$ cat config.mk
export PLATFORM = sky130hd
export DESIGN_NAME = memoryStage
export DESIGN_NICKNAME = d
export VERILOG_FILES = /design/src/isaPkg.sv /design/src/pipePkg.sv /design/src/memoryStage.sv
export SDC_FILE = /design/constraint.sdc
export NUM_CORES = 1
export LEC_CHECK = 0
export BUFFER_PORTS_ARGS = -buffer_cell sky130_fd_sc_hd__buf_4
export CAP_MARGIN = 20
export CORE_AREA = 2 2 110 112
export CTS_CLUSTER_SIZE = 30
export DETAILED_ROUTE_END_ITERATION = 8
export DIE_AREA = 0 0 112 114
export GPL_TIMING_DRIVEN = 0
export PLACE_DENSITY = 0.71
export SETUP_SLACK_MARGIN = 0.1
export SLEW_MARGIN = 20
export SYNTH_ARGS = -nofsm -noshare
export SYNTH_HDL_FRONTEND = slang
export SYNTH_SLANG_ARGS = --single-unit
$ cat constraint.sdc
create_clock -name clk -period 1.1 [get_ports clk]
set_input_delay 0.055 -clock clk [delete_from_list [all_inputs] [get_ports clk]]
set_output_delay 0.055 -clock clk [all_outputs]
set_load 0.1 [all_outputs]
$ cat src/verification/program.hex
// one 32-bit instruction word per line, from byte address 0 upward
// a zero word ends the program, data lives at 0x200
00500093 // addi x1, x0, 5
FFD00113 // addi x2, x0, -3
002081B3 // add  x3, x1, x2
40118233 // sub  x4, x3, x1
001272B3 // and  x5, x4, x1
0022E333 // or   x6, x5, x2
001123B3 // slt  x7, x2, x1
0020A433 // slt  x8, x1, x2
20000493 // addi x9, x0, 512
0064A023 // sw   x6, 0(x9)
0034A223 // sw   x3, 4(x9)
0004A503 // lw   x10, 0(x9)
00700593 // addi x11, x0, 7
0044A603 // lw   x12, 4(x9)
FFF00693 // addi x13, x0, -1
00C50733 // add  x14, x10, x12
06300013 // addi x0, x0, 99
000007B3 // add  x15, x0, x0
40008833 // sub  x16, x1, x0
001008B3 // add  x17, x0, x1
00E88933 // add  x18, x17, x14
00000000 // end of program
$ cat src/isaPkg.sv
package isaPkg;

  //////////////////////////////////////////////////
  // widths and memory

  localparam int xlen = 32;
  localparam int regIndexWidth = 5;
  localparam int memoryWords = 256;
  localparam int memoryIndexWidth = $clog2(memoryWords);
  localparam string programFile = "/design/src/verification/program.hex";

  //////////////////////////////////////////////////
  // encodings

  // major opcodes handled by this core
  typedef enum logic [6:0] {
    opR     = 7'b0110011,
    opImm   = 7'b0010011,
    opLoad  = 7'b0000011,
    opStore = 7'b0100011
  } opcodeT;

  // same codes as the classic ALU control output
  typedef enum logic [3:0] {
    aluAnd = 4'b0000,
    aluOr  = 4'b0001,
    aluAdd = 4'b0010,
    aluSub = 4'b0110,
    aluSlt = 4'b0111
  } aluOpT;

  localparam logic [2:0] f3AddSub = 3'b000;
  localparam logic [2:0] f3Slt    = 3'b010;
  localparam logic [2:0] f3Or     = 3'b110;
  localparam logic [2:0] f3And    = 3'b111;
  localparam logic [2:0] f3Word   = 3'b010; // lw / sw width

  localparam logic [6:0] f7Base = 7'b0000000;
  localparam logic [6:0] f7Alt  = 7'b0100000; // sub

endpackage

$ cat src/pipePkg.sv
package pipePkg;
  import isaPkg::*;

  //////////////////////////////////////////////////
  // pipeline barriers

  typedef struct packed {
    logic            valid;
    logic [xlen-1:0] instruction;
  } ifIdT;

  typedef struct packed {
    logic                     valid;
    logic [xlen-1:0]          lhsValue;
    logic [xlen-1:0]          rhsValue;
    logic [regIndexWidth-1:0] lhsIndex;
    logic [regIndexWidth-1:0] rhsIndex;
    logic [regIndexWidth-1:0] writeIndex;
    logic [xlen-1:0]          immediate;
    aluOpT                    aluOp;
    logic                     aluSrc;
    logic                     memRead;
    logic                     memWrite;
    logic                     regWrite;
  } idExT;

  typedef struct packed {
    logic                     valid;
    logic [xlen-1:0]          aluResult;
    logic [xlen-1:0]          storeData;
    logic [regIndexWidth-1:0] writeIndex;
    logic                     memRead;
    logic                     memWrite;
    logic                     regWrite;
  } exMemT;

  typedef struct packed {
    logic                     valid;
    logic [xlen-1:0]          memoryData;
    logic [xlen-1:0]          executionData;
    logic [regIndexWidth-1:0] writeIndex;
    logic                     memToReg;
    logic                     regWrite;
  } memWbT;

  //////////////////////////////////////////////////
  // side channels

  typedef struct packed {
    logic            request;
    logic            write;
    logic [xlen-1:0] address;
    logic [xlen-1:0] writeData;
  } memRequestT;

  typedef struct packed {
    logic                     valid;
    logic [regIndexWidth-1:0] index;
    logic [xlen-1:0]          data;
  } retireT;

  // forwarding source, also the register file write port
  typedef struct packed {
    logic                     regWrite;
    logic [regIndexWidth-1:0] index;
    logic [xlen-1:0]          data;
  } bypassT;

endpackage

$ cat src/memoryStage.sv
module memoryStage
  import isaPkg::*;
  import pipePkg::*;
(
  input  logic            clk,
  input  logic            reset,
  input  exMemT           exMem,
  output memRequestT      dataRequest,
  input  logic [xlen-1:0] dataReadData,
  output bypassT          memBypass,
  output bypassT          wbBypass,
  output retireT          retire
);

  memWbT           memWb;
  logic [xlen-1:0] writebackData;

  always_comb begin
    dataRequest.request   = exMem.memRead || exMem.memWrite; // only lw / sw
    dataRequest.write     = exMem.memWrite;
    dataRequest.address   = exMem.aluResult;
    dataRequest.writeData = exMem.storeData;
  end

  //////////////////////////////////////////////////
  // MEM/WB barrier

  always_ff @(posedge clk) begin
    if (reset) begin
      memWb.valid    <= 1'b0;
      memWb.memToReg <= 1'b0;
      memWb.regWrite <= 1'b0;
    end else begin
      memWb.valid    <= exMem.valid;
      memWb.memToReg <= exMem.memRead;
      memWb.regWrite <= exMem.regWrite;
    end
  end

  always_ff @(posedge clk) begin
    memWb.memoryData    <= dataReadData;
    memWb.executionData <= exMem.aluResult;
    memWb.writeIndex    <= exMem.writeIndex;
  end

  assign writebackData = memWb.memToReg ? memWb.memoryData : memWb.executionData;

  assign memBypass = '{regWrite: exMem.regWrite, index: exMem.writeIndex, data: exMem.aluResult};
  assign wbBypass  = '{regWrite: memWb.regWrite, index: memWb.writeIndex, data: writebackData};

  assign retire = '{valid: memWb.valid && memWb.regWrite, index: memWb.writeIndex,
                    data: writebackData};

endmodule

==> impl_metrics.toml <==
[floorplan]
start_util_pct = 26.6
die_w_um = 112
pin_count = 287
num_rows = 40
die_h_um = 114
core_mm2 = 0.0117
die-area_mm2 = 0.0128

[detailed_routing]
ant_nets = 0
drc_errors = 0
viasPerCell = 3.78
drt_iter0_drc = 87
wl_per_cell_um = 14.1
routed-via-count = 2852
drtPass1Iterations = 2
wl_um = 10600

[synth]
synth_cell_types = 9
synth_cells = 259
ys_warn_count = 0
postSynthAreaPerCell_um2 = 12.0
synth_seq_cells = 72
syn-num-nets = 366
yosysSeqAreaShare_pct = 46.3
synth_area_mm2 = 0.00311

[setup_path]
worst_setup_path_end_kind = "primary output"
arrival_ns = 1.60
startpoint_type = "register"
critical_path_peak_fanout = 7
path_class = "reg2out"
cp.required_ns = 1.04

[clock_tree]
cts.sink_count = 72
cts_inserted_buffers = 9
htree_levels = 3
cts_root_buffer = "clkbuf_16"
cts.clk_slew.worst_paths_ns = 0.06
cts_tree = "yes"
clockBufferDepth = 2

[run_status]
status = "complete, but fails checks"
violations = "negative setup slack"

[placed_design]
gp_congestion = 0.766
dp_hpwl_um = 6740
post-place-ws_ns = -0.280
io_buffers = 254

[worst_hold_path]
hp-start = "dataReadData[31]"
holdPathStages = 2
hp-class = "in2reg"
holdPathEnd = "memWb[70]"

[timing]
maxSlewViolCount = 0
tightest_slew_ns = 0.289
rsz0062_at_grt = "yes"
finalCritPeriodShare_pct = 151
setup_violations = 64
hold_violations = 0
setup_slack_ns = -0.556
fin_crit_ns = 1.66
slew_headroom_pct = 80.9
max_freq_mhz = 604

[final_layout]
final_cell_mix = "buf_4, buf_12, dlygate4sd3_1"
layout-drive-gt1-share_pct = 76.8
final_common_cell = "buf_4"
fillCellCount = 806
layout.nets = 709
area_growth_syn_to_layout_pct = 145
antennaDiodeCount = 0
fin_util_pct = 65.2

[global_route]
gr-total-overflow = 0
grt_pass1_wl_um = 15500
grt_use_total_pct = 15.6
grt_pass1_vias = 3004
grt_max_degree = 14
antenna_found_initial = 0

[run]
maxCapViolCount = 0

[pwr]
leakage_uw = 0.00377
powerDensity_mw_per_mm2 = 1500
vdd_ir_drop_max_uv = 849
-- through the flow --
| step | cells | hold WS (ns) | cell area [um^2] | setup TNS, ns | total power [uW] |
|---|---|---|---|---|---|
| CTS | 752 | 0.354 | 7460 | -32.83 | 11400 |
| floorplan | 259 | 0.0827 | 3510 | -6.00 | 6840 |
| global route | 754 | 0.362 | 7630 | -33.59 | 11800 |
| detailed placement | 660 | 0.160 | 5600 | -12.27 | 7740 |
| global placement | 660 | 0.160 | 5600 | -12.00 | 7710 |
| finish | 754 | 0.368 | 7630 | -30.74 | 11400 |
-- per-layer routing --
layer  share of wire [%]  up-vias  track usage (%)
met1                  30     1309             14.0
met4                 1.7        0             5.37
li1                    -     1358                -
met3                 7.5       16             4.04
met5                   0        -                0
met2                  61      169             33.2
-- timing repair --
item | 4_1_cts | 5_1_grt
resized for setup | 177 | 33
hold endpoints to repair | 72 | 0
gates cloned | 1 | 1
setup endpoints to repair | 76 | 76
pin swaps | 0 | 1
hold buffers | 73 | 0
setup buffers | 2 | 1
-- worst max path at each step --
stage / from / to / slack (ns) / depth (start not counted)
2_1_floorplan: memWb[1] / wbBypass[0] / -0.19 / 4
4_1_cts: memWb[1] / wbBypass[24] / -0.57 / 5
6_report: memWb[1] / wbBypass[19] / -0.56 / 5
3_5_place_dp: memWb[1] / wbBypass[13] / -0.28 / 5
5_1_grt: memWb[1] / wbBypass[19] / -0.60 / 5
3_3_place_gp: memWb[1] / wbBypass[13] / -0.28 / 5
-- synthesized netlist by cell type (all sizes together) --
| library cell | n | area [um^2] |
|---|---|---|
| mux2 | 32 | 473 |
| or2 | 1 | 6.26 |
| and2 | 1 | 6.26 |
| dfxtp | 72 | 1440 |
| nor2b | 3 | 18.8 |
| buf | 150 | 1170 |
-- worst max-delay path, stage by stage, from the launching register on --
cell       delay [ns]
dfxtp_2          0.34
buf_12           0.14
clkbuf_16        0.16
mux2_4           0.34
buf_12           0.13
buf_12           0.15
-- power by group --
| part | total (uW) | internal, uW | switching, uW |
|---|---|---|---|
| registers | 2800 | 2750 | 48.0 |
| logic | 5760 | 2100 | 3660 |
| clock network | 2850 | 1750 | 1100 |
-- flip-flops by register name (all words and copies together), names as in the netlist --
register  cells
wbBypass      1
memWb        66
retire        5
-- cell type report --
type                            instances  area (um^2)  area share (%)
Buffer                                150         1610            21.0
Clock buffer                            9          225            2.95
Clock inverter                          7         72.6           0.951
Multi-Input combinational cell         37          514            6.74
Sequential cell                        72         1450            19.0
Tap cell                              147          184            2.41
Timing Repair Buffer                  332         3580            46.9
-- cells by family (layout without fill, tap and decap cells) --
logic type,after synthesis,after routing,share of synthesized area (%)
buffers and inverters,150,498,37.5
DFF,72,72,46.3
muxes,32,32,15.2
and+or+nand+nor,5,5,1.01
Note: power is estimated with default switching activity, not from simulation.
