<file path="config.mk">
export PLATFORM = sky130hd
export DESIGN_NAME = instructionFetch
export DESIGN_NICKNAME = d
export VERILOG_FILES = /design/src/isaPkg.sv /design/src/pipePkg.sv /design/src/instructionFetch.sv
export SDC_FILE = /design/constraint.sdc
export NUM_CORES = 1
export LEC_CHECK = 0
export ABC_AREA = 1
export BUFFER_PORTS_ARGS = -buffer_cell sky130_fd_sc_hd__buf_2
export CORE_MARGIN = 3
export CORE_UTILIZATION = 49
export CTS_BUF_LIST = sky130_fd_sc_hd__clkbuf_16
export DETAILED_ROUTE_END_ITERATION = 8
export GPL_ROUTABILITY_DRIVEN = 1
export PLACE_DENSITY_LB_ADDON = 0.3
export SLEW_MARGIN = 20
export SYNTH_ARGS = -nofsm -noshare
export SYNTH_HDL_FRONTEND = slang
export SYNTH_SLANG_ARGS = --single-unit
export TNS_END_PERCENT = 30
</file>
<file path="constraint.sdc">
create_clock -name clk -period 2.65 [get_ports clk]
set_clock_uncertainty 0.05 [all_clocks]
set_input_delay 0.53 -clock clk [delete_from_list [all_inputs] [get_ports clk]]
set_output_delay 0.53 -clock clk [all_outputs]
set_load 0.1 [all_outputs]
</file>
<file path="src/verification/program.hex">
// one 32-bit instruction word per line, from byte address 0 upward
// a zero word ends the program, data lives at 0x200
00500093 // addi x1, x0, 5
FFD00113 // addi x2, x0, -3
002081B3 // add  x3, x1, x2
40118233 // sub  x4, x3, x1
001272B3 // and  x5, x4, x1
0022E333 // or   x6, x5, x2
001123B3 // slt  x7, x2, x1
0020A433 // slt  x8, x1, x2
20000493 // addi x9, x0, 512
0064A023 // sw   x6, 0(x9)
0034A223 // sw   x3, 4(x9)
0004A503 // lw   x10, 0(x9)
00700593 // addi x11, x0, 7
0044A603 // lw   x12, 4(x9)
FFF00693 // addi x13, x0, -1
00C50733 // add  x14, x10, x12
06300013 // addi x0, x0, 99
000007B3 // add  x15, x0, x0
40008833 // sub  x16, x1, x0
001008B3 // add  x17, x0, x1
00E88933 // add  x18, x17, x14
00000000 // end of program
</file>
<file path="src/isaPkg.sv">
package isaPkg;

  //////////////////////////////////////////////////
  // widths and memory

  localparam int xlen = 32;
  localparam int regIndexWidth = 5;
  localparam int memoryWords = 256;
  localparam int memoryIndexWidth = $clog2(memoryWords);
  localparam string programFile = "/design/src/verification/program.hex";

  //////////////////////////////////////////////////
  // encodings

  // major opcodes handled by this core
  typedef enum logic [6:0] {
    opR     = 7'b0110011,
    opImm   = 7'b0010011,
    opLoad  = 7'b0000011,
    opStore = 7'b0100011
  } opcodeT;

  // same codes as the classic ALU control output
  typedef enum logic [3:0] {
    aluAnd = 4'b0000,
    aluOr  = 4'b0001,
    aluAdd = 4'b0010,
    aluSub = 4'b0110,
    aluSlt = 4'b0111
  } aluOpT;

  localparam logic [2:0] f3AddSub = 3'b000;
  localparam logic [2:0] f3Slt    = 3'b010;
  localparam logic [2:0] f3Or     = 3'b110;
  localparam logic [2:0] f3And    = 3'b111;
  localparam logic [2:0] f3Word   = 3'b010; // lw / sw width

  localparam logic [6:0] f7Base = 7'b0000000;
  localparam logic [6:0] f7Alt  = 7'b0100000; // sub

endpackage

</file>
<file path="src/pipePkg.sv">
package pipePkg;
  import isaPkg::*;

  //////////////////////////////////////////////////
  // pipeline barriers

  typedef struct packed {
    logic            valid;
    logic [xlen-1:0] instruction;
  } ifIdT;

  typedef struct packed {
    logic                     valid;
    logic [xlen-1:0]          lhsValue;
    logic [xlen-1:0]          rhsValue;
    logic [regIndexWidth-1:0] lhsIndex;
    logic [regIndexWidth-1:0] rhsIndex;
    logic [regIndexWidth-1:0] writeIndex;
    logic [xlen-1:0]          immediate;
    aluOpT                    aluOp;
    logic                     aluSrc;
    logic                     memRead;
    logic                     memWrite;
    logic                     regWrite;
  } idExT;

  typedef struct packed {
    logic                     valid;
    logic [xlen-1:0]          aluResult;
    logic [xlen-1:0]          storeData;
    logic [regIndexWidth-1:0] writeIndex;
    logic                     memRead;
    logic                     memWrite;
    logic                     regWrite;
  } exMemT;

  typedef struct packed {
    logic                     valid;
    logic [xlen-1:0]          memoryData;
    logic [xlen-1:0]          executionData;
    logic [regIndexWidth-1:0] writeIndex;
    logic                     memToReg;
    logic                     regWrite;
  } memWbT;

  //////////////////////////////////////////////////
  // side channels

  typedef struct packed {
    logic            request;
    logic            write;
    logic [xlen-1:0] address;
    logic [xlen-1:0] writeData;
  } memRequestT;

  typedef struct packed {
    logic                     valid;
    logic [regIndexWidth-1:0] index;
    logic [xlen-1:0]          data;
  } retireT;

  // forwarding source, also the register file write port
  typedef struct packed {
    logic                     regWrite;
    logic [regIndexWidth-1:0] index;
    logic [xlen-1:0]          data;
  } bypassT;

endpackage

</file>
<file path="src/instructionFetch.sv">
module instructionFetch
  import isaPkg::*;
  import pipePkg::*;
(
  input  logic            clk,
  input  logic            reset,
  input  logic            fetchGrant,
  input  logic [xlen-1:0] readData,
  output memRequestT      fetchRequest,
  output ifIdT            ifId
);

  logic [xlen-1:0] pc;

  // fetch never stops asking, the arbiter decides
  always_comb begin
    fetchRequest.request   = 1'b1;
    fetchRequest.write     = 1'b0;
    fetchRequest.address   = pc;
    fetchRequest.writeData = '0;
  end

  always_ff @(posedge clk) begin
    if (reset) begin
      pc <= '0;
    end else if (fetchGrant) begin
      pc <= pc + 32'd4;
    end
  end

  //////////////////////////////////////////////////
  // IF/ID barrier

  always_ff @(posedge clk) begin
    if (reset) begin
      ifId.valid <= 1'b0;
    end else begin
      ifId.valid <= fetchGrant; // bubble when data side owns memory
    end
  end

  always_ff @(posedge clk) begin
    ifId.instruction <= readData;
  end

endmodule

</file>
==> results_dict.tcl <==
set metrics [dict create \
    status "completed" \
    p_int_uw 1840 \
    share_comb_of_total_power_pct 18.9 \
    place.gp.congestion 0.877 \
    maxSlewViolCount 0 \
    drtPass1Iterations 6 \
    cts_resized 0 \
    yosysTopAreaCell "dfxtp_1" \
    reg2reg_to "pc[26]" \
    post_cts_hold_buffer_count 0 \
    hold_slack_ns 0.251 \
    track_usage_pct 21.8 \
    yosysSeqAreaShare_pct 46.6 \
    wl_per_cell_um 12.0 \
    rows 26 \
    finalCriticalPeriod_ns 1.89 \
    htreeDepth 3 \
    grt_start_max_net_pins 25 \
    synthToLayoutAreaGrowth_pct 26.9 \
    fin_cells 536 \
    viasPerCell 4.57 \
    antenna_found_initial 0 \
    clkPwrFrac_pct 45.2 \
    nets 497 \
    cts_root_buf "clkbuf_16" \
    nFillCells 454 \
    routed_wl_um 6450 \
    critPathArrivalTime_ns 1.31 \
    netlist-cell-type-count 22 \
    grt_pass1_wl_um 10700 \
    hold_viol_final 0 \
    synthCells 359 \
    critPathSlowestCell "buf_2" \
    drive_above_1_share_pct 28.8 \
    place.port_buffers 97 \
    crit_path_max_fanout 7 \
    num_antenna_cells 0 \
    ios 134 \
    synth.avg_cell_area_um2 7.54 \
    yosys-top-cells-area "dfxtp_1 (47%), buf_4 (11%), nand2_1 (9.0%)" \
    yosysWarnings 0 \
    path_delay_family "buffers and inverters" \
    drv_cap 0 \
    multiInputGateArea_mm2 0.00112 \
    min_path_cells 1 \
    crit_buf_inv 1 \
    synth_top_area_share_pct 46.6 \
    syn_area_mm2 0.00271 \
    whs_endpoint "ifId[21]" \
    tns_ns 0 \
    cts.sinks 63 \
    synth-seq-cells 63 \
    setup_violations 0 \
    dpl.hpwl_um 4850 \
    reg2reg_slack_ns 0.99 \
    start_kind "register" \
    slowest_delay_ns 0.50 \
    seq_area_mm2 0.00126 \
    cts_buffers 9 \
    drc 0 \
    p_switching_uw 908 \
    postCtsSetupBuffers 0 \
    vias 2452 \
    hp-class "input pin to register" \
    overflow 0 \
    p_per_area_mw_per_mm2 801 \
    p_sw_share_pct 33.0 \
    worst_pin_slew_ns 0.726 \
    clk_latency_ns 0.33 \
    pwr-share-seq_pct 35.9 \
    fmax_mhz 530 \
    path_clk_slew_ns 0.05 \
    ir_worst_vdd_mv 0.586 \
    relSlewSlack_pct 51.5 \
    cp-end-kind "primary output" \
    min_period_over_period_pct 71.2 \
    core_mm2 0.00524 \
    die-area_mm2 0.00645 \
    place_inst 520 \
    setup.worst_path.class "register to primary output" \
    grt_pass1_vias 2398 \
    drt-initial-drc-count 142 \
    initial_core_util_pct 51.7 \
    ff2ff_path_depth 8 \
    die_w_um 80.3 \
    p_leak_uw 0.00163 \
    rsz0062_at_grt "false" \
    tritoncts "built" \
    cp_data_required_time_ns 2.07 \
    min_from "readData[21]" \
    max-clock-path-buffers 2 \
    reg2reg_from "pc[2]" \
    cp_cell_sequence "buf_2" \
    die_h_um 80.3 \
    drtAntennaViolNets 0 \
]
==> through the flow <==
step | total power, uW | instance area [um^2] | setup slack [ns] | util (%)
after global placement | 1520 | 3110 | 0.943 | 59.4
after global routing | 2840 | 3430 | 0.742 | 65.6
final | 2750 | 3430 | 0.764 | 65.6
after floorplan | 1510 | 2830 | 0.464 | -
after CTS | 2780 | 3430 | 0.783 | 65.6
after detailed placement | 1530 | 3110 | 0.951 | 59.4
==> layout by cell type, fill, tap and decap left out <==
| cell type | n |
|---|---|
| buf_2 | 97 |
| nand2_1 | 65 |
| dfxtp_1 | 63 |
| nor2_1 | 62 |
| inv_1 | 40 |
| conb_1 | 36 |
| nand3_1 | 29 |
| nor3_1 | 9 |
| clkbuf_16 | 9 |
| nand4_1 | 8 |
| a21oi_1 | 8 |
| nand2_2 | 7 |
| o21ai_0 | 7 |
| nor2_4 | 6 |
| nor2_2 | 5 |
| inv_2 | 3 |
| clkinvlp_4 | 3 |
| bufinv_16 | 2 |
| nand3_2 | 1 |
| xor2_1 | 1 |
| o21bai_1 | 1 |
| xnor2_1 | 1 |
| ha_1 | 1 |
| clkinv_1 | 1 |
| inv_6 | 1 |
==> cell families (layout without fill, tap and decap cells) <==
kind of cell,after synthesis,in the layout,synth area share [%]
simple gates,192,192,32.1
buf+inv,83,156,16.8
flops,63,63,46.6
compound gates,16,16,3.05
other cells,2,36,0.277
xor+xnor,2,2,0.647
fa+ha+maj,1,1,0.462
==> power by group through the flow <==
| stage | combinational, uW | sequential, uW | clock (uW) |
|---|---|---|---|
| 6_report | 520 | 987 | 1240 |
| 5_1_grt | 534 | 990 | 1320 |
| 4_1_cts | 520 | 988 | 1270 |
| 3_5_place_dp | 519 | 1010 | 0 |
| 3_3_place_gp | 517 | 1010 | 0 |
| 2_1_floorplan | 286 | 1220 | 0 |
==> cell type report <==
type,count,share of cell area (%)
Timing Repair Buffer,97,14.1
Clock inverter,7,2.77
Sequential cell,63,36.7
Multi-Input combinational cell,247,32.5
Inverter,43,4.70
Clock buffer,9,6.56
Tap cell,70,2.55
==> how the worst max path moves through the flow <==
stage,startpoint,to,slack (ns),cells past startpoint
6_report,pc[15],fetchRequest[47],0.76,1
5_1_grt,pc[15],fetchRequest[47],0.74,1
4_1_cts,pc[15],fetchRequest[47],0.78,1
3_5_place_dp,fetchGrant,pc[11],0.95,7
3_3_place_gp,fetchGrant,pc[22],0.94,8
2_1_floorplan,pc[2],pc[24],0.46,8
==> metal layers <==
| layer | wire, um | part of all wire (%) | track usage, % |
|---|---|---|---|
| met5 | 0 | 0 | 0 |
| met4 | 95 | 1.5 | 9.12 |
| met3 | 696 | 11 | 9.98 |
| met2 | 3170 | 49 | 37.4 |
| met1 | 2480 | 39 | 22.9 |
==> cells in the mapped netlist <==
library cell / count
xnor2_1: 1
nand4_1: 8
xor2_1: 1
clkbuf_1: 1
nand2_2: 7
buf_2: 1
conb_1: 2
nand2_1: 65
nand3_2: 1
nor2_2: 5
inv_2: 3
nand3_1: 29
o21ai_0: 7
nor3_1: 9
o21bai_1: 1
ha_1: 1
buf_4: 38
nor2_4: 6
a21oi_1: 8
dfxtp_1: 63
nor2_1: 62
inv_1: 40
==> state kept, by name, indices dropped and copies added (netlist names) <==
register,cells
pc,30
ifId,33
No activity file was read; power rests on OpenSTA's default activity.
