$ cat config.mk
export PLATFORM = sky130hd
export DESIGN_NAME = executeStage
export DESIGN_NICKNAME = d
export VERILOG_FILES = /design/src/isaPkg.sv /design/src/pipePkg.sv /design/src/executeStage.sv
export SDC_FILE = /design/constraint.sdc
export NUM_CORES = 1
export LEC_CHECK = 0
export BUFFER_PORTS_ARGS = -buffer_cell sky130_fd_sc_hd__buf_2
export CORE_MARGIN = 2
export CORE_UTILIZATION = 50
export DETAILED_ROUTE_END_ITERATION = 16
export PLACE_DENSITY_LB_ADDON = 0.25
export RECOVER_POWER = 100
export SKIP_LAST_GASP = 1
export SLEW_MARGIN = 20
export SYNTH_ARGS = -nofsm -noshare
export SYNTH_HDL_FRONTEND = slang
export SYNTH_SLANG_ARGS = --single-unit
$ cat constraint.sdc
create_clock -name clk -period 10.9 [get_ports clk]
set_input_delay 0.545 -clock clk [delete_from_list [all_inputs] [get_ports clk]]
set_output_delay 0.545 -clock clk [all_outputs]
set_load 0.02 [all_outputs]
$ cat src/verification/program.hex
// one 32-bit instruction word per line, from byte address 0 upward
// a zero word ends the program, data lives at 0x200
00500093 // addi x1, x0, 5
FFD00113 // addi x2, x0, -3
002081B3 // add  x3, x1, x2
40118233 // sub  x4, x3, x1
001272B3 // and  x5, x4, x1
0022E333 // or   x6, x5, x2
001123B3 // slt  x7, x2, x1
0020A433 // slt  x8, x1, x2
20000493 // addi x9, x0, 512
0064A023 // sw   x6, 0(x9)
0034A223 // sw   x3, 4(x9)
0004A503 // lw   x10, 0(x9)
00700593 // addi x11, x0, 7
0044A603 // lw   x12, 4(x9)
FFF00693 // addi x13, x0, -1
00C50733 // add  x14, x10, x12
06300013 // addi x0, x0, 99
000007B3 // add  x15, x0, x0
40008833 // sub  x16, x1, x0
001008B3 // add  x17, x0, x1
00E88933 // add  x18, x17, x14
00000000 // end of program
$ cat src/isaPkg.sv
package isaPkg;

  //////////////////////////////////////////////////
  // widths and memory

  localparam int xlen = 32;
  localparam int regIndexWidth = 5;
  localparam int memoryWords = 256;
  localparam int memoryIndexWidth = $clog2(memoryWords);
  localparam string programFile = "/design/src/verification/program.hex";

  //////////////////////////////////////////////////
  // encodings

  // major opcodes handled by this core
  typedef enum logic [6:0] {
    opR     = 7'b0110011,
    opImm   = 7'b0010011,
    opLoad  = 7'b0000011,
    opStore = 7'b0100011
  } opcodeT;

  // same codes as the classic ALU control output
  typedef enum logic [3:0] {
    aluAnd = 4'b0000,
    aluOr  = 4'b0001,
    aluAdd = 4'b0010,
    aluSub = 4'b0110,
    aluSlt = 4'b0111
  } aluOpT;

  localparam logic [2:0] f3AddSub = 3'b000;
  localparam logic [2:0] f3Slt    = 3'b010;
  localparam logic [2:0] f3Or     = 3'b110;
  localparam logic [2:0] f3And    = 3'b111;
  localparam logic [2:0] f3Word   = 3'b010; // lw / sw width

  localparam logic [6:0] f7Base = 7'b0000000;
  localparam logic [6:0] f7Alt  = 7'b0100000; // sub

endpackage

$ cat src/pipePkg.sv
package pipePkg;
  import isaPkg::*;

  //////////////////////////////////////////////////
  // pipeline barriers

  typedef struct packed {
    logic            valid;
    logic [xlen-1:0] instruction;
  } ifIdT;

  typedef struct packed {
    logic                     valid;
    logic [xlen-1:0]          lhsValue;
    logic [xlen-1:0]          rhsValue;
    logic [regIndexWidth-1:0] lhsIndex;
    logic [regIndexWidth-1:0] rhsIndex;
    logic [regIndexWidth-1:0] writeIndex;
    logic [xlen-1:0]          immediate;
    aluOpT                    aluOp;
    logic                     aluSrc;
    logic                     memRead;
    logic                     memWrite;
    logic                     regWrite;
  } idExT;

  typedef struct packed {
    logic                     valid;
    logic [xlen-1:0]          aluResult;
    logic [xlen-1:0]          storeData;
    logic [regIndexWidth-1:0] writeIndex;
    logic                     memRead;
    logic                     memWrite;
    logic                     regWrite;
  } exMemT;

  typedef struct packed {
    logic                     valid;
    logic [xlen-1:0]          memoryData;
    logic [xlen-1:0]          executionData;
    logic [regIndexWidth-1:0] writeIndex;
    logic                     memToReg;
    logic                     regWrite;
  } memWbT;

  //////////////////////////////////////////////////
  // side channels

  typedef struct packed {
    logic            request;
    logic            write;
    logic [xlen-1:0] address;
    logic [xlen-1:0] writeData;
  } memRequestT;

  typedef struct packed {
    logic                     valid;
    logic [regIndexWidth-1:0] index;
    logic [xlen-1:0]          data;
  } retireT;

  // forwarding source, also the register file write port
  typedef struct packed {
    logic                     regWrite;
    logic [regIndexWidth-1:0] index;
    logic [xlen-1:0]          data;
  } bypassT;

endpackage

$ cat src/executeStage.sv
module executeStage
  import isaPkg::*;
  import pipePkg::*;
(
  input  logic   clk,
  input  logic   reset,
  input  idExT   idEx,
  input  bypassT memBypass,
  input  bypassT wbBypass,
  output exMemT  exMem
);

  logic [xlen-1:0] lhsForwarded;
  logic [xlen-1:0] rhsForwarded;
  logic [xlen-1:0] lhsInput;
  logic [xlen-1:0] rhsInput;
  logic [xlen-1:0] aluResult;

  //////////////////////////////////////////////////
  // forwarding

  // newest producer wins, x0 is never forwarded
  function automatic logic [xlen-1:0] forward(input logic [regIndexWidth-1:0] index,
                                              input logic [xlen-1:0] regValue,
                                              input bypassT memSource,
                                              input bypassT wbSource);
    if (index != '0 && memSource.regWrite && memSource.index == index)
      return memSource.data;
    if (index != '0 && wbSource.regWrite && wbSource.index == index)
      return wbSource.data;
    return regValue;
  endfunction

  assign lhsForwarded = forward(idEx.lhsIndex, idEx.lhsValue, memBypass, wbBypass);
  assign rhsForwarded = forward(idEx.rhsIndex, idEx.rhsValue, memBypass, wbBypass);

  assign lhsInput = lhsForwarded;
  assign rhsInput = idEx.aluSrc ? idEx.immediate : rhsForwarded;

  //////////////////////////////////////////////////
  // ALU

  always_comb begin
    case (idEx.aluOp)
      aluAnd:  aluResult = lhsInput & rhsInput;
      aluOr:   aluResult = lhsInput | rhsInput;
      aluAdd:  aluResult = lhsInput + rhsInput;
      aluSub:  aluResult = lhsInput - rhsInput;
      aluSlt:  aluResult = {{(xlen-1){1'b0}}, $signed(lhsInput) < $signed(rhsInput)};
      default: aluResult = lhsInput + rhsInput;
    endcase
  end

  // EX/MEM barrier
  always_ff @(posedge clk) begin
    if (reset) begin
      exMem.valid    <= 1'b0;
      exMem.memRead  <= 1'b0;
      exMem.memWrite <= 1'b0;
      exMem.regWrite <= 1'b0;
    end else begin
      exMem.valid    <= idEx.valid;
      exMem.memRead  <= idEx.memRead;
      exMem.memWrite <= idEx.memWrite;
      exMem.regWrite <= idEx.regWrite;
    end
  end

  always_ff @(posedge clk) begin
    exMem.aluResult  <= aluResult;
    exMem.storeData  <= rhsForwarded; // sw data sees forwarding too
    exMem.writeIndex <= idEx.writeIndex;
  end

endmodule

==> flow_metrics.tcl <==
set metrics [dict create \
    outcome "finished with violations" \
    violations "max-capacitance violations, max-slew violations" \
    timing_hold_violations_final 0 \
    maxCapViolCount 1 \
    grt_overflow 0 \
    rows 46 \
    drtPass1Iterations 5 \
    dp_hpwl_mm 20.2 \
    ys_ff_latch 73 \
    largest_reg_flops 73 \
    cts_buffers 9 \
    track_usage 0.291 \
    fillers 1558 \
    dp.cells 1527 \
    vias 8912 \
    setup_ws_ns 3.85 \
    clock_sinks 73 \
    crit_path_start_kind "input port" \
    path_clk_slew_ns 0.07 \
    synth_area_leaders "dfxtp_1 (18%), ha_1 (16%), mux2i_1 (9.0%)" \
    period_share 0.647 \
    setup_tns_ns 0 \
    die_h_um 132 \
    yosysMostFrequentCell "nand2_1" \
    final_antenna_net_count 0 \
    cts_buffer_depth 2 \
    synthArstFlopShare 0 \
    grt_pass1_vias 8348 \
    yosys.area.top_type "dfxtp_1" \
    regArea_um2 1460 \
    fmax_mhz 142 \
    worstPathRequired_ns 11.15 \
    die_w_um 132 \
    reg.largest.list "exMem x73" \
    drt_iter0_markers 727 \
    powerDensity_nw_per_um2 119 \
    routed_via_density 5.77 \
    cts-resized-gates 0 \
    grt_pass1_wl_mm 41.8 \
    synth_area_per_cell_um2 7.54 \
    fin_util 0.617 \
    arrival_ns 7.30 \
    area_growth_pct 20.1 \
    ys_seq_area_frac 0.178 \
    drv_slew 33 \
    synth_common_cells "nand2_1 (113), inv_1 (107), ha_1 (102)" \
    stdcell_count 1544 \
    remaining_drc_errors 0 \
    cts_tree "yes" \
    total_power_mw 1.18 \
    vdd_drop_max_uv 85.3 \
    rsz0062_at_grt "false" \
    synth_top_area_share 0.178 \
    wl_per_cell_um 17.2 \
    hold_class "input port to register" \
    numPortBuffers 270 \
    multiInputGateArea_um2 6120 \
    yosysWarnings 0 \
    post_cts_buffers 0 \
    synth_edf_count 0 \
    ys_types 66 \
    pre_cts_ws_ns 4.88 \
    crit_type "input port to register" \
    final_nets 1624 \
    syn_nets 1392 \
    synth_top_flop_cell "dfxtp_1" \
    place.gp.congestion 1.01 \
    core_um2 16000 \
    crit_path_max_fanout 32 \
    htreeDepth 3 \
    holdPathEnd "exMem[4]$_DFF_P_" \
    die_area_um2 17500 \
    start_util 0.514 \
    hold_buffers 0 \
    top_level_ports 271 \
    drive_above_1_share 0.197 \
    fin_crit_ns 7.05 \
    drt_wl_total_mm 26.5 \
    grt_max_degree 65 \
    post_synth_inst_count 1090 \
    root_buffer "clkbuf_16" \
    netlist_area_um2 8220 \
    antenna_found_initial 1 \
    hold_start "idEx[41]" \
    setup-violations-final 0 \
    power.leakage_nw 4.38 \
    end_kind "register" \
    maxSlewHeadroom -0.728 \
    worst_slew_pin_slew_ns 2.59 \
    top_register "exMem" \
    hold_depth 1 \
]
[area by class of cell]
type,count,area share
sequential,73,0.148
multi-input combinational,850,0.620
clock inverter,7,0.00596
antenna,1,0.000253
inverter,107,0.0407
clock buffer,9,0.0228
timing repair buffer,281,0.135
tap,216,0.0274
[worst max-delay path by stage]
stage                 startpoint                 to  slack [ns]  depth (start not counted)
floorplan           wbBypass[34]  exMem[66]$_DFF_P_        5.29                         18
global placement        idEx[53]  exMem[66]$_DFF_P_        4.98                         20
detailed placement      idEx[53]  exMem[66]$_DFF_P_        4.88                         20
CTS                     idEx[53]  exMem[66]$_DFF_P_        5.26                         20
global route        wbBypass[35]  exMem[66]$_DFF_P_        3.50                         20
finish                  idEx[46]  exMem[66]$_DFF_P_        3.85                         19
[metrics by stage]
step / instance area, um2 / hold WS, ns
final: 9870 / 0.282
after global routing: 9870 / 0.272
after global placement: 9720 / 0.648
after floorplan: 8220 / 0.573
after detailed placement: 9720 / 0.651
after CTS: 10000 / 0.277
[placed cells by master, fill, tap and decap left out, types with 4 or more instances in the layout]
cell	synthesis	routed
xnor2_1	17	17
nand2_1	113	113
a221oi_1	11	11
a221o_1	18	18
inv_1	107	107
clkbuf_16	0	9
o31ai_1	9	9
buf_4	0	9
a21o_1	9	9
o21a_1	12	12
mux2i_1	74	74
dfxtp_1	73	73
o21ai_0	99	99
xor2_1	14	14
nor4_1	9	7
nor2b_1	11	11
a21boi_0	5	5
nor3_1	20	19
a211oi_1	12	13
ha_1	102	102
nor2_1	79	77
a21oi_1	70	69
mux2_2	23	22
clkbuf_1	44	76
buf_2	12	196
nand3_1	16	16
or3_1	4	4
a211o_1	4	4
and3_1	6	6
o22ai_1	10	10
inv_6	0	4
o211ai_1	17	17
o21bai_1	11	11
nand2b_1	4	4
nand4_1	6	6
a31oi_1	6	6
o221ai_1	16	16
[layer usage]
layer,share of wire,wire length (um),vias up,track usage
met1,0.43,11500,4088,0.384
met3,0.076,2010,57,0.0523
met5,0,0,-,0
li1,-,-,4360,-
met2,0.47,12400,407,0.484
met4,0.022,573,0,0.0932
[cell families after synthesis]
group / Yosys count / synth area share
adder cells (fa/ha/maj): 104 / 0.160
XOR/XNOR: 31 / 0.0330
flip-flops: 73 / 0.178
AND/OR/NAND/NOR: 281 / 0.153
multiplexers: 97 / 0.122
AO/OA/AOI/OAI: 337 / 0.275
buffers and inverters: 167 / 0.0790
[critical path: stages]
cell and delay, ns:
buf_2 0.12, or4_1 0.12, nor2_1 0.06, nor4_2 0.25, clkbuf_1 1.87, mux2i_1 0.32
o21ai_0 0.16, mux2_2 0.34, ha_1 0.24, fa_1 0.48, nor3_1 0.30, o311ai_0 0.22
a311oi_1 0.42, o2111ai_1 0.18, a221o_1 0.39, o41a_1 0.45, o41ai_4 0.34, o221ai_2 0.14
a221o_1 0.32
[report_power, final]
part | internal (mW) | switching, mW
clock network | 0.158 | 0.140
registers | 0.311 | 0.0125
logic | 0.207 | 0.351
Power figures use the tool's default switching activity.
