## src/verification/program.hex

```
// one 32-bit instruction word per line, from byte address 0 upward
// a zero word ends the program, data lives at 0x200
00500093 // addi x1, x0, 5
FFD00113 // addi x2, x0, -3
002081B3 // add  x3, x1, x2
40118233 // sub  x4, x3, x1
001272B3 // and  x5, x4, x1
0022E333 // or   x6, x5, x2
001123B3 // slt  x7, x2, x1
0020A433 // slt  x8, x1, x2
20000493 // addi x9, x0, 512
0064A023 // sw   x6, 0(x9)
0034A223 // sw   x3, 4(x9)
0004A503 // lw   x10, 0(x9)
00700593 // addi x11, x0, 7
0044A603 // lw   x12, 4(x9)
FFF00693 // addi x13, x0, -1
00C50733 // add  x14, x10, x12
06300013 // addi x0, x0, 99
000007B3 // add  x15, x0, x0
40008833 // sub  x16, x1, x0
001008B3 // add  x17, x0, x1
00E88933 // add  x18, x17, x14
00000000 // end of program
```

## src/isaPkg.sv

```systemverilog
package isaPkg;

  //////////////////////////////////////////////////
  // widths and memory

  localparam int xlen = 32;
  localparam int regIndexWidth = 5;
  localparam int memoryWords = 256;
  localparam int memoryIndexWidth = $clog2(memoryWords);
  localparam string programFile = "/design/src/verification/program.hex";

  //////////////////////////////////////////////////
  // encodings

  // major opcodes handled by this core
  typedef enum logic [6:0] {
    opR     = 7'b0110011,
    opImm   = 7'b0010011,
    opLoad  = 7'b0000011,
    opStore = 7'b0100011
  } opcodeT;

  // same codes as the classic ALU control output
  typedef enum logic [3:0] {
    aluAnd = 4'b0000,
    aluOr  = 4'b0001,
    aluAdd = 4'b0010,
    aluSub = 4'b0110,
    aluSlt = 4'b0111
  } aluOpT;

  localparam logic [2:0] f3AddSub = 3'b000;
  localparam logic [2:0] f3Slt    = 3'b010;
  localparam logic [2:0] f3Or     = 3'b110;
  localparam logic [2:0] f3And    = 3'b111;
  localparam logic [2:0] f3Word   = 3'b010; // lw / sw width

  localparam logic [6:0] f7Base = 7'b0000000;
  localparam logic [6:0] f7Alt  = 7'b0100000; // sub

endpackage

```

## src/pipePkg.sv

```systemverilog
package pipePkg;
  import isaPkg::*;

  //////////////////////////////////////////////////
  // pipeline barriers

  typedef struct packed {
    logic            valid;
    logic [xlen-1:0] instruction;
  } ifIdT;

  typedef struct packed {
    logic                     valid;
    logic [xlen-1:0]          lhsValue;
    logic [xlen-1:0]          rhsValue;
    logic [regIndexWidth-1:0] lhsIndex;
    logic [regIndexWidth-1:0] rhsIndex;
    logic [regIndexWidth-1:0] writeIndex;
    logic [xlen-1:0]          immediate;
    aluOpT                    aluOp;
    logic                     aluSrc;
    logic                     memRead;
    logic                     memWrite;
    logic                     regWrite;
  } idExT;

  typedef struct packed {
    logic                     valid;
    logic [xlen-1:0]          aluResult;
    logic [xlen-1:0]          storeData;
    logic [regIndexWidth-1:0] writeIndex;
    logic                     memRead;
    logic                     memWrite;
    logic                     regWrite;
  } exMemT;

  typedef struct packed {
    logic                     valid;
    logic [xlen-1:0]          memoryData;
    logic [xlen-1:0]          executionData;
    logic [regIndexWidth-1:0] writeIndex;
    logic                     memToReg;
    logic                     regWrite;
  } memWbT;

  //////////////////////////////////////////////////
  // side channels

  typedef struct packed {
    logic            request;
    logic            write;
    logic [xlen-1:0] address;
    logic [xlen-1:0] writeData;
  } memRequestT;

  typedef struct packed {
    logic                     valid;
    logic [regIndexWidth-1:0] index;
    logic [xlen-1:0]          data;
  } retireT;

  // forwarding source, also the register file write port
  typedef struct packed {
    logic                     regWrite;
    logic [regIndexWidth-1:0] index;
    logic [xlen-1:0]          data;
  } bypassT;

endpackage

```

## src/registerFile.sv

```systemverilog
module registerFile
  import isaPkg::*;
  import pipePkg::*;
(
  input  logic                     clk,
  input  logic                     reset,
  input  logic [regIndexWidth-1:0] readIndex1,
  input  logic [regIndexWidth-1:0] readIndex2,
  input  bypassT                   write,
  output logic [xlen-1:0]          readData1,
  output logic [xlen-1:0]          readData2
);

  logic [xlen-1:0] registers [1:2**regIndexWidth-1]; // x0 is not stored

  function automatic logic [xlen-1:0] readPort(input logic [regIndexWidth-1:0] index,
                                               input bypassT port);
    if (index == '0) return '0;
    if (port.regWrite && port.index == index) return port.data; // write-through
    return registers[index];
  endfunction

  assign readData1 = readPort(readIndex1, write);
  assign readData2 = readPort(readIndex2, write);

  always_ff @(posedge clk) begin
    if (reset) begin
      for (int i = 1; i < 2**regIndexWidth; i++) begin
        registers[i] <= '0;
      end
    end else if (write.regWrite && write.index != '0) begin
      registers[write.index] <= write.data;
    end
  end

endmodule

```

## config.mk

```make
export PLATFORM = sky130hd
export DESIGN_NAME = registerFile
export DESIGN_NICKNAME = d
export VERILOG_FILES = /design/src/isaPkg.sv /design/src/pipePkg.sv /design/src/registerFile.sv
export SDC_FILE = /design/constraint.sdc
export NUM_CORES = 2
export LEC_CHECK = 0
export BUFFER_PORTS_ARGS = -buffer_cell sky130_fd_sc_hd__buf_2
export CAP_MARGIN = 20
export CORE_MARGIN = 3
export CORE_UTILIZATION = 40
export DETAILED_ROUTE_END_ITERATION = 8
export SLEW_MARGIN = 25
export SYNTH_ARGS = -nofsm -noshare
export SYNTH_HDL_FRONTEND = slang
export SYNTH_SLANG_ARGS = --single-unit
export TNS_END_PERCENT = 30
```

## constraint.sdc

```tcl
create_clock -name clk -period 2.5 [get_ports clk]
set_input_delay 0.375 -clock clk [delete_from_list [all_inputs] [get_ports clk]]
set_output_delay 0.375 -clock clk [all_outputs]
set_load 0.005 [all_outputs]
```

==> out/qor.log <==
qor: cells_and_area.drive_above_1_share 33.9%
qor: pwr.design_power_total 0.0430 W
qor: yosys.synth.ff_latch_count 1024
qor: global_routing.grt_first_pass_wirelength 286 mm
qor: floorplanning.num_io_pins 114
qor: floorplanning.die_extent_in_y 377 µm
qor: yosys.synth_cell_types 51
qor: cells_and_area.layout_top_registers registers (1024)
qor: yosys.synthTopCellsByArea sky130_fd_sc_hd__edfxtp_1 (56%), sky130_fd_sc_hd__mux4_2 (15%), sky130_fd_sc_hd__and2_1 (11%), sky130_fd_sc_hd__mux2i_1 (6.0%), sky130_fd_sc_hd__clkbuf_1 (1.9%)
qor: sta.grt_setup_unrepaired true
qor: cts.clk_path_buf_depth 3
qor: floorplanning.floorplan.initialDensity 40.5%
qor: placement.numPlacedInstances 5837
qor: cells_and_area.post_layout_nonfiller_instances 6051
qor: drt.initial_drc_count 5245
qor: setup_path.critPathMaxFanout 2
qor: sta.post-route-worst-setup-slack -495 ps
qor: setup_path.worst_setup_path_end_kind primary output
qor: sta.final_max_slew_viol_count 0
qor: sta.totalNegativeSetupSlack -20950 ps
qor: hold_path.min_path_type input port to flip-flop
qor: yosys.ys_dominant_reg_cell sky130_fd_sc_hd__edfxtp_1
qor: setup_path.critPathLaunchType flip-flop
qor: cts.cts_num_sinks 1024
qor: sta.maxSlewHeadroom 50.7%
qor: yosys.synth_top_area_cell sky130_fd_sc_hd__edfxtp_1
qor: sta.finalCritPeriodShare 120%
qor: pwr.ir_drop 0.567 mV
qor: drt.route.antenna.remaining_nets 0
qor: cts.cts_root_buffer sky130_fd_sc_hd__clkbuf_16
qor: cells_and_area.post-route-cell-area 66500 µm²
qor: yosys.synth_sequential_area_ratio 55.9%
qor: pwr.total_leakage_power 24.0 nW
qor: floorplanning.die_area 142000 µm²
qor: yosys.syn-cell-area 55000 µm²
qor: hold_path.min_from write[28]
qor: sta.timing.final.hold_violations 0
qor: yosys.post_synth_most_frequent_cells sky130_fd_sc_hd__edfxtp_1 (1024), sky130_fd_sc_hd__and2_1 (994), sky130_fd_sc_hd__mux4_2 (375), sky130_fd_sc_hd__mux2i_1 (330), sky130_fd_sc_hd__clkbuf_1 (284)
qor: global_routing.grtUsageTotal 28.4%
qor: drt.drcViolationCount 0
qor: global_routing.grt_max_degree 41
qor: global_routing.antenna_found_initial 18
qor: cells_and_area.register_ranked_first_by_flip_flop_count registers
qor: cts.cts.htree.levels 3
qor: floorplanning.num_rows 135
qor: global_routing.grt_pass1_vias 37400
qor: yosys.syn_inst 3801
qor: cts.cts_buffers 109
qor: yosys.yosys.cell_count.top_type sky130_fd_sc_hd__edfxtp_1
qor: job.max_capacitance_violation_count 0
qor: placement.final_weighted_congestion_in_routability_driven_placement 0.963
qor: cts.clk_pin_slew 70 ps
qor: placement.placement.setup.worst_slack -520 ps
qor: floorplanning.die_width 377 µm
qor: sta.layout_min_cycle_time 3000 ps
qor: cells_and_area.fin_nets 4213
qor: global_routing.global_route.overflow_total 0
qor: sta.clock.fmax 0.334 GHz
qor: outcome.run_status complete, but fails checks
qor: pwr.pwr_density_cell 646 nW/µm²
qor: outcome.violations setup timing
qor: yosys.synth-edff-count 1024
qor: placement.buffer_ports.inserted 113
qor: sta.worst_pin_slew 737 ps
qor: setup_path.crit_arrival 2620 ps
qor: yosys.share_of_yosys_cell_area_claimed_by_the_top_area_cell_type 55.9%
qor: drt.detailedRoute.firstPassIterationCount 6
qor: yosys.synth-async-reset-ratio 0%
qor: placement.dp.final_hpwl 138 mm
qor: placement.detailed_place.area 61900 µm²
qor: cells_and_area.largest_reg_flops 1024
qor: drt.route.vias.total 38000
qor: cells_and_area.area_delta_synth_final 20.9%
qor: cts.clock_tree_from_tritoncts yes
qor: sta.setup_viol 64
qor: hold_path.min_delay_path_depth 2
qor: yosys.synth.avg_cell_area 14.5 µm²
qor: drt.viasPerCell 6.28
qor: drt.routed_wl 204 mm
qor: drt.route.detailed.wl_per_inst 33.8 µm
qor: cells_and_area.num-fill-cells 11600
qor: yosys.synth.yosys.warnings 0
qor: floorplanning.placeableCoreArea 136000 µm²
qor: hold_path.min_to registers[7][28]
qor: setup_path.critPathKind flip-flop to primary output
qor: setup_path.timing.critical_path.required 2120 ps
critical path, cell delays in order, from the launching register on:
cell                       delay [ps]
sky130_fd_sc_hd__edfxtp_1         410
sky130_fd_sc_hd__mux4_2           520
sky130_fd_sc_hd__a22oi_2          180
sky130_fd_sc_hd__buf_4            150
sky130_fd_sc_hd__a21oi_2           50
sky130_fd_sc_hd__a221o_2          400
sky130_fd_sc_hd__buf_2            160
routing by layer:
metal	part of all wire (%)	routed length [µm]	global-route usage [%]	up-vias
li1	-	-	-	15400
met1	39	80000	38.6	19900
met2	46	93000	44.0	2331
met3	11	21600	6.71	430
met4	4.8	9740	11.8	6
met5	0.022	45	0	-
layout by cell type (no fill, tap or decap), drive strengths merged, types with 3 or more instances in the layout:
cell type,instances
o21ai,63
a22oi,107
xnor2,10
a32oi,9
a211oi,32
nand3,13
clkbuf,134
a21oi,64
nand2,64
mux4,375
mux2i,330
a32o,32
nor2b,6
inv,3
a221o,11
bufinv,10
o221ai,38
o221a,15
mux2,6
clkinv,57
nand3b,5
nor2,49
a221oi,27
and2,996
o2111ai,6
conb,32
buf,632
a31oi,11
edfxtp,1024
or2,34
nand2b,5
o22ai,37
diode,14
through the flow:
step / hold slack [ps] / utilization (%)
finish: 67.9 / 48.9
global route: 31.6 / 48.9
CTS: 9.27 / 48.7
detailed placement: 792 / 45.5
global placement: 792 / 45.5
floorplan: 474 / -
area by class of cell:
| type | count | area (µm²) | share of cell area [%] |
|---|---|---|---|
| Antenna cell | 14 | 35.0 | 0.0526 |
| Clock inverter | 70 | 638 | 0.959 |
| Tap cell | 1781 | 2230 | 3.35 |
| Clock buffer | 134 | 2840 | 4.27 |
| Multi-Input combinational cell | 2394 | 23800 | 35.8 |
| Sequential cell | 1024 | 30700 | 46.2 |
| Inverter | 2 | 7.51 | 0.0113 |
| Timing Repair Buffer | 632 | 6250 | 9.39 |
cells by family (layout without fill, tap and decap cells):
kind of cell,after synthesis,count (layout),synth area share (%)
AND/OR/NAND/NOR,1184,1184,13.0
flip-flops,1024,1024,55.9
multiplexers,711,711,21.5
AO/OA/AOI/OAI,457,457,6.03
buffers and inverters,414,838,3.50
XOR/XNOR,10,10,0.159
other,1,46,0.00681
worst max path at each step:
stage	from	to	slack (ps)	cells after the start
6_report	registers[28][14]	readData1[14]	-500	6
4_1_cts	registers[28][14]	readData1[14]	-500	6
2_1_floorplan	readIndex2[0]	readData2[22]	200	7
3_3_place_gp	readIndex1[0]	readData1[2]	-570	10
3_5_place_dp	readIndex1[0]	readData1[2]	-520	10
5_1_grt	registers[31][14]	readData1[14]	-560	6
repair_timing:
item | 4_1_cts | 5_1_grt
buffers inserted | 2 | 2
hold buffers | 0 | 0
setup endpoints to repair | 64 | 64
resized for setup | 199 | 62
pin swaps | 101 | 38
endpoints found under the hold margin | 0 | 0
report_power, final:
group	switching, W	internal [W]	leakage (nW)
logic	0.00362	0.00283	12.6
clock network	0.00713	0.00911	1.71
registers	0.000497	0.0198	9.75
total	0.0112	0.0318	24.0
Power figures use the tool's default switching activity.
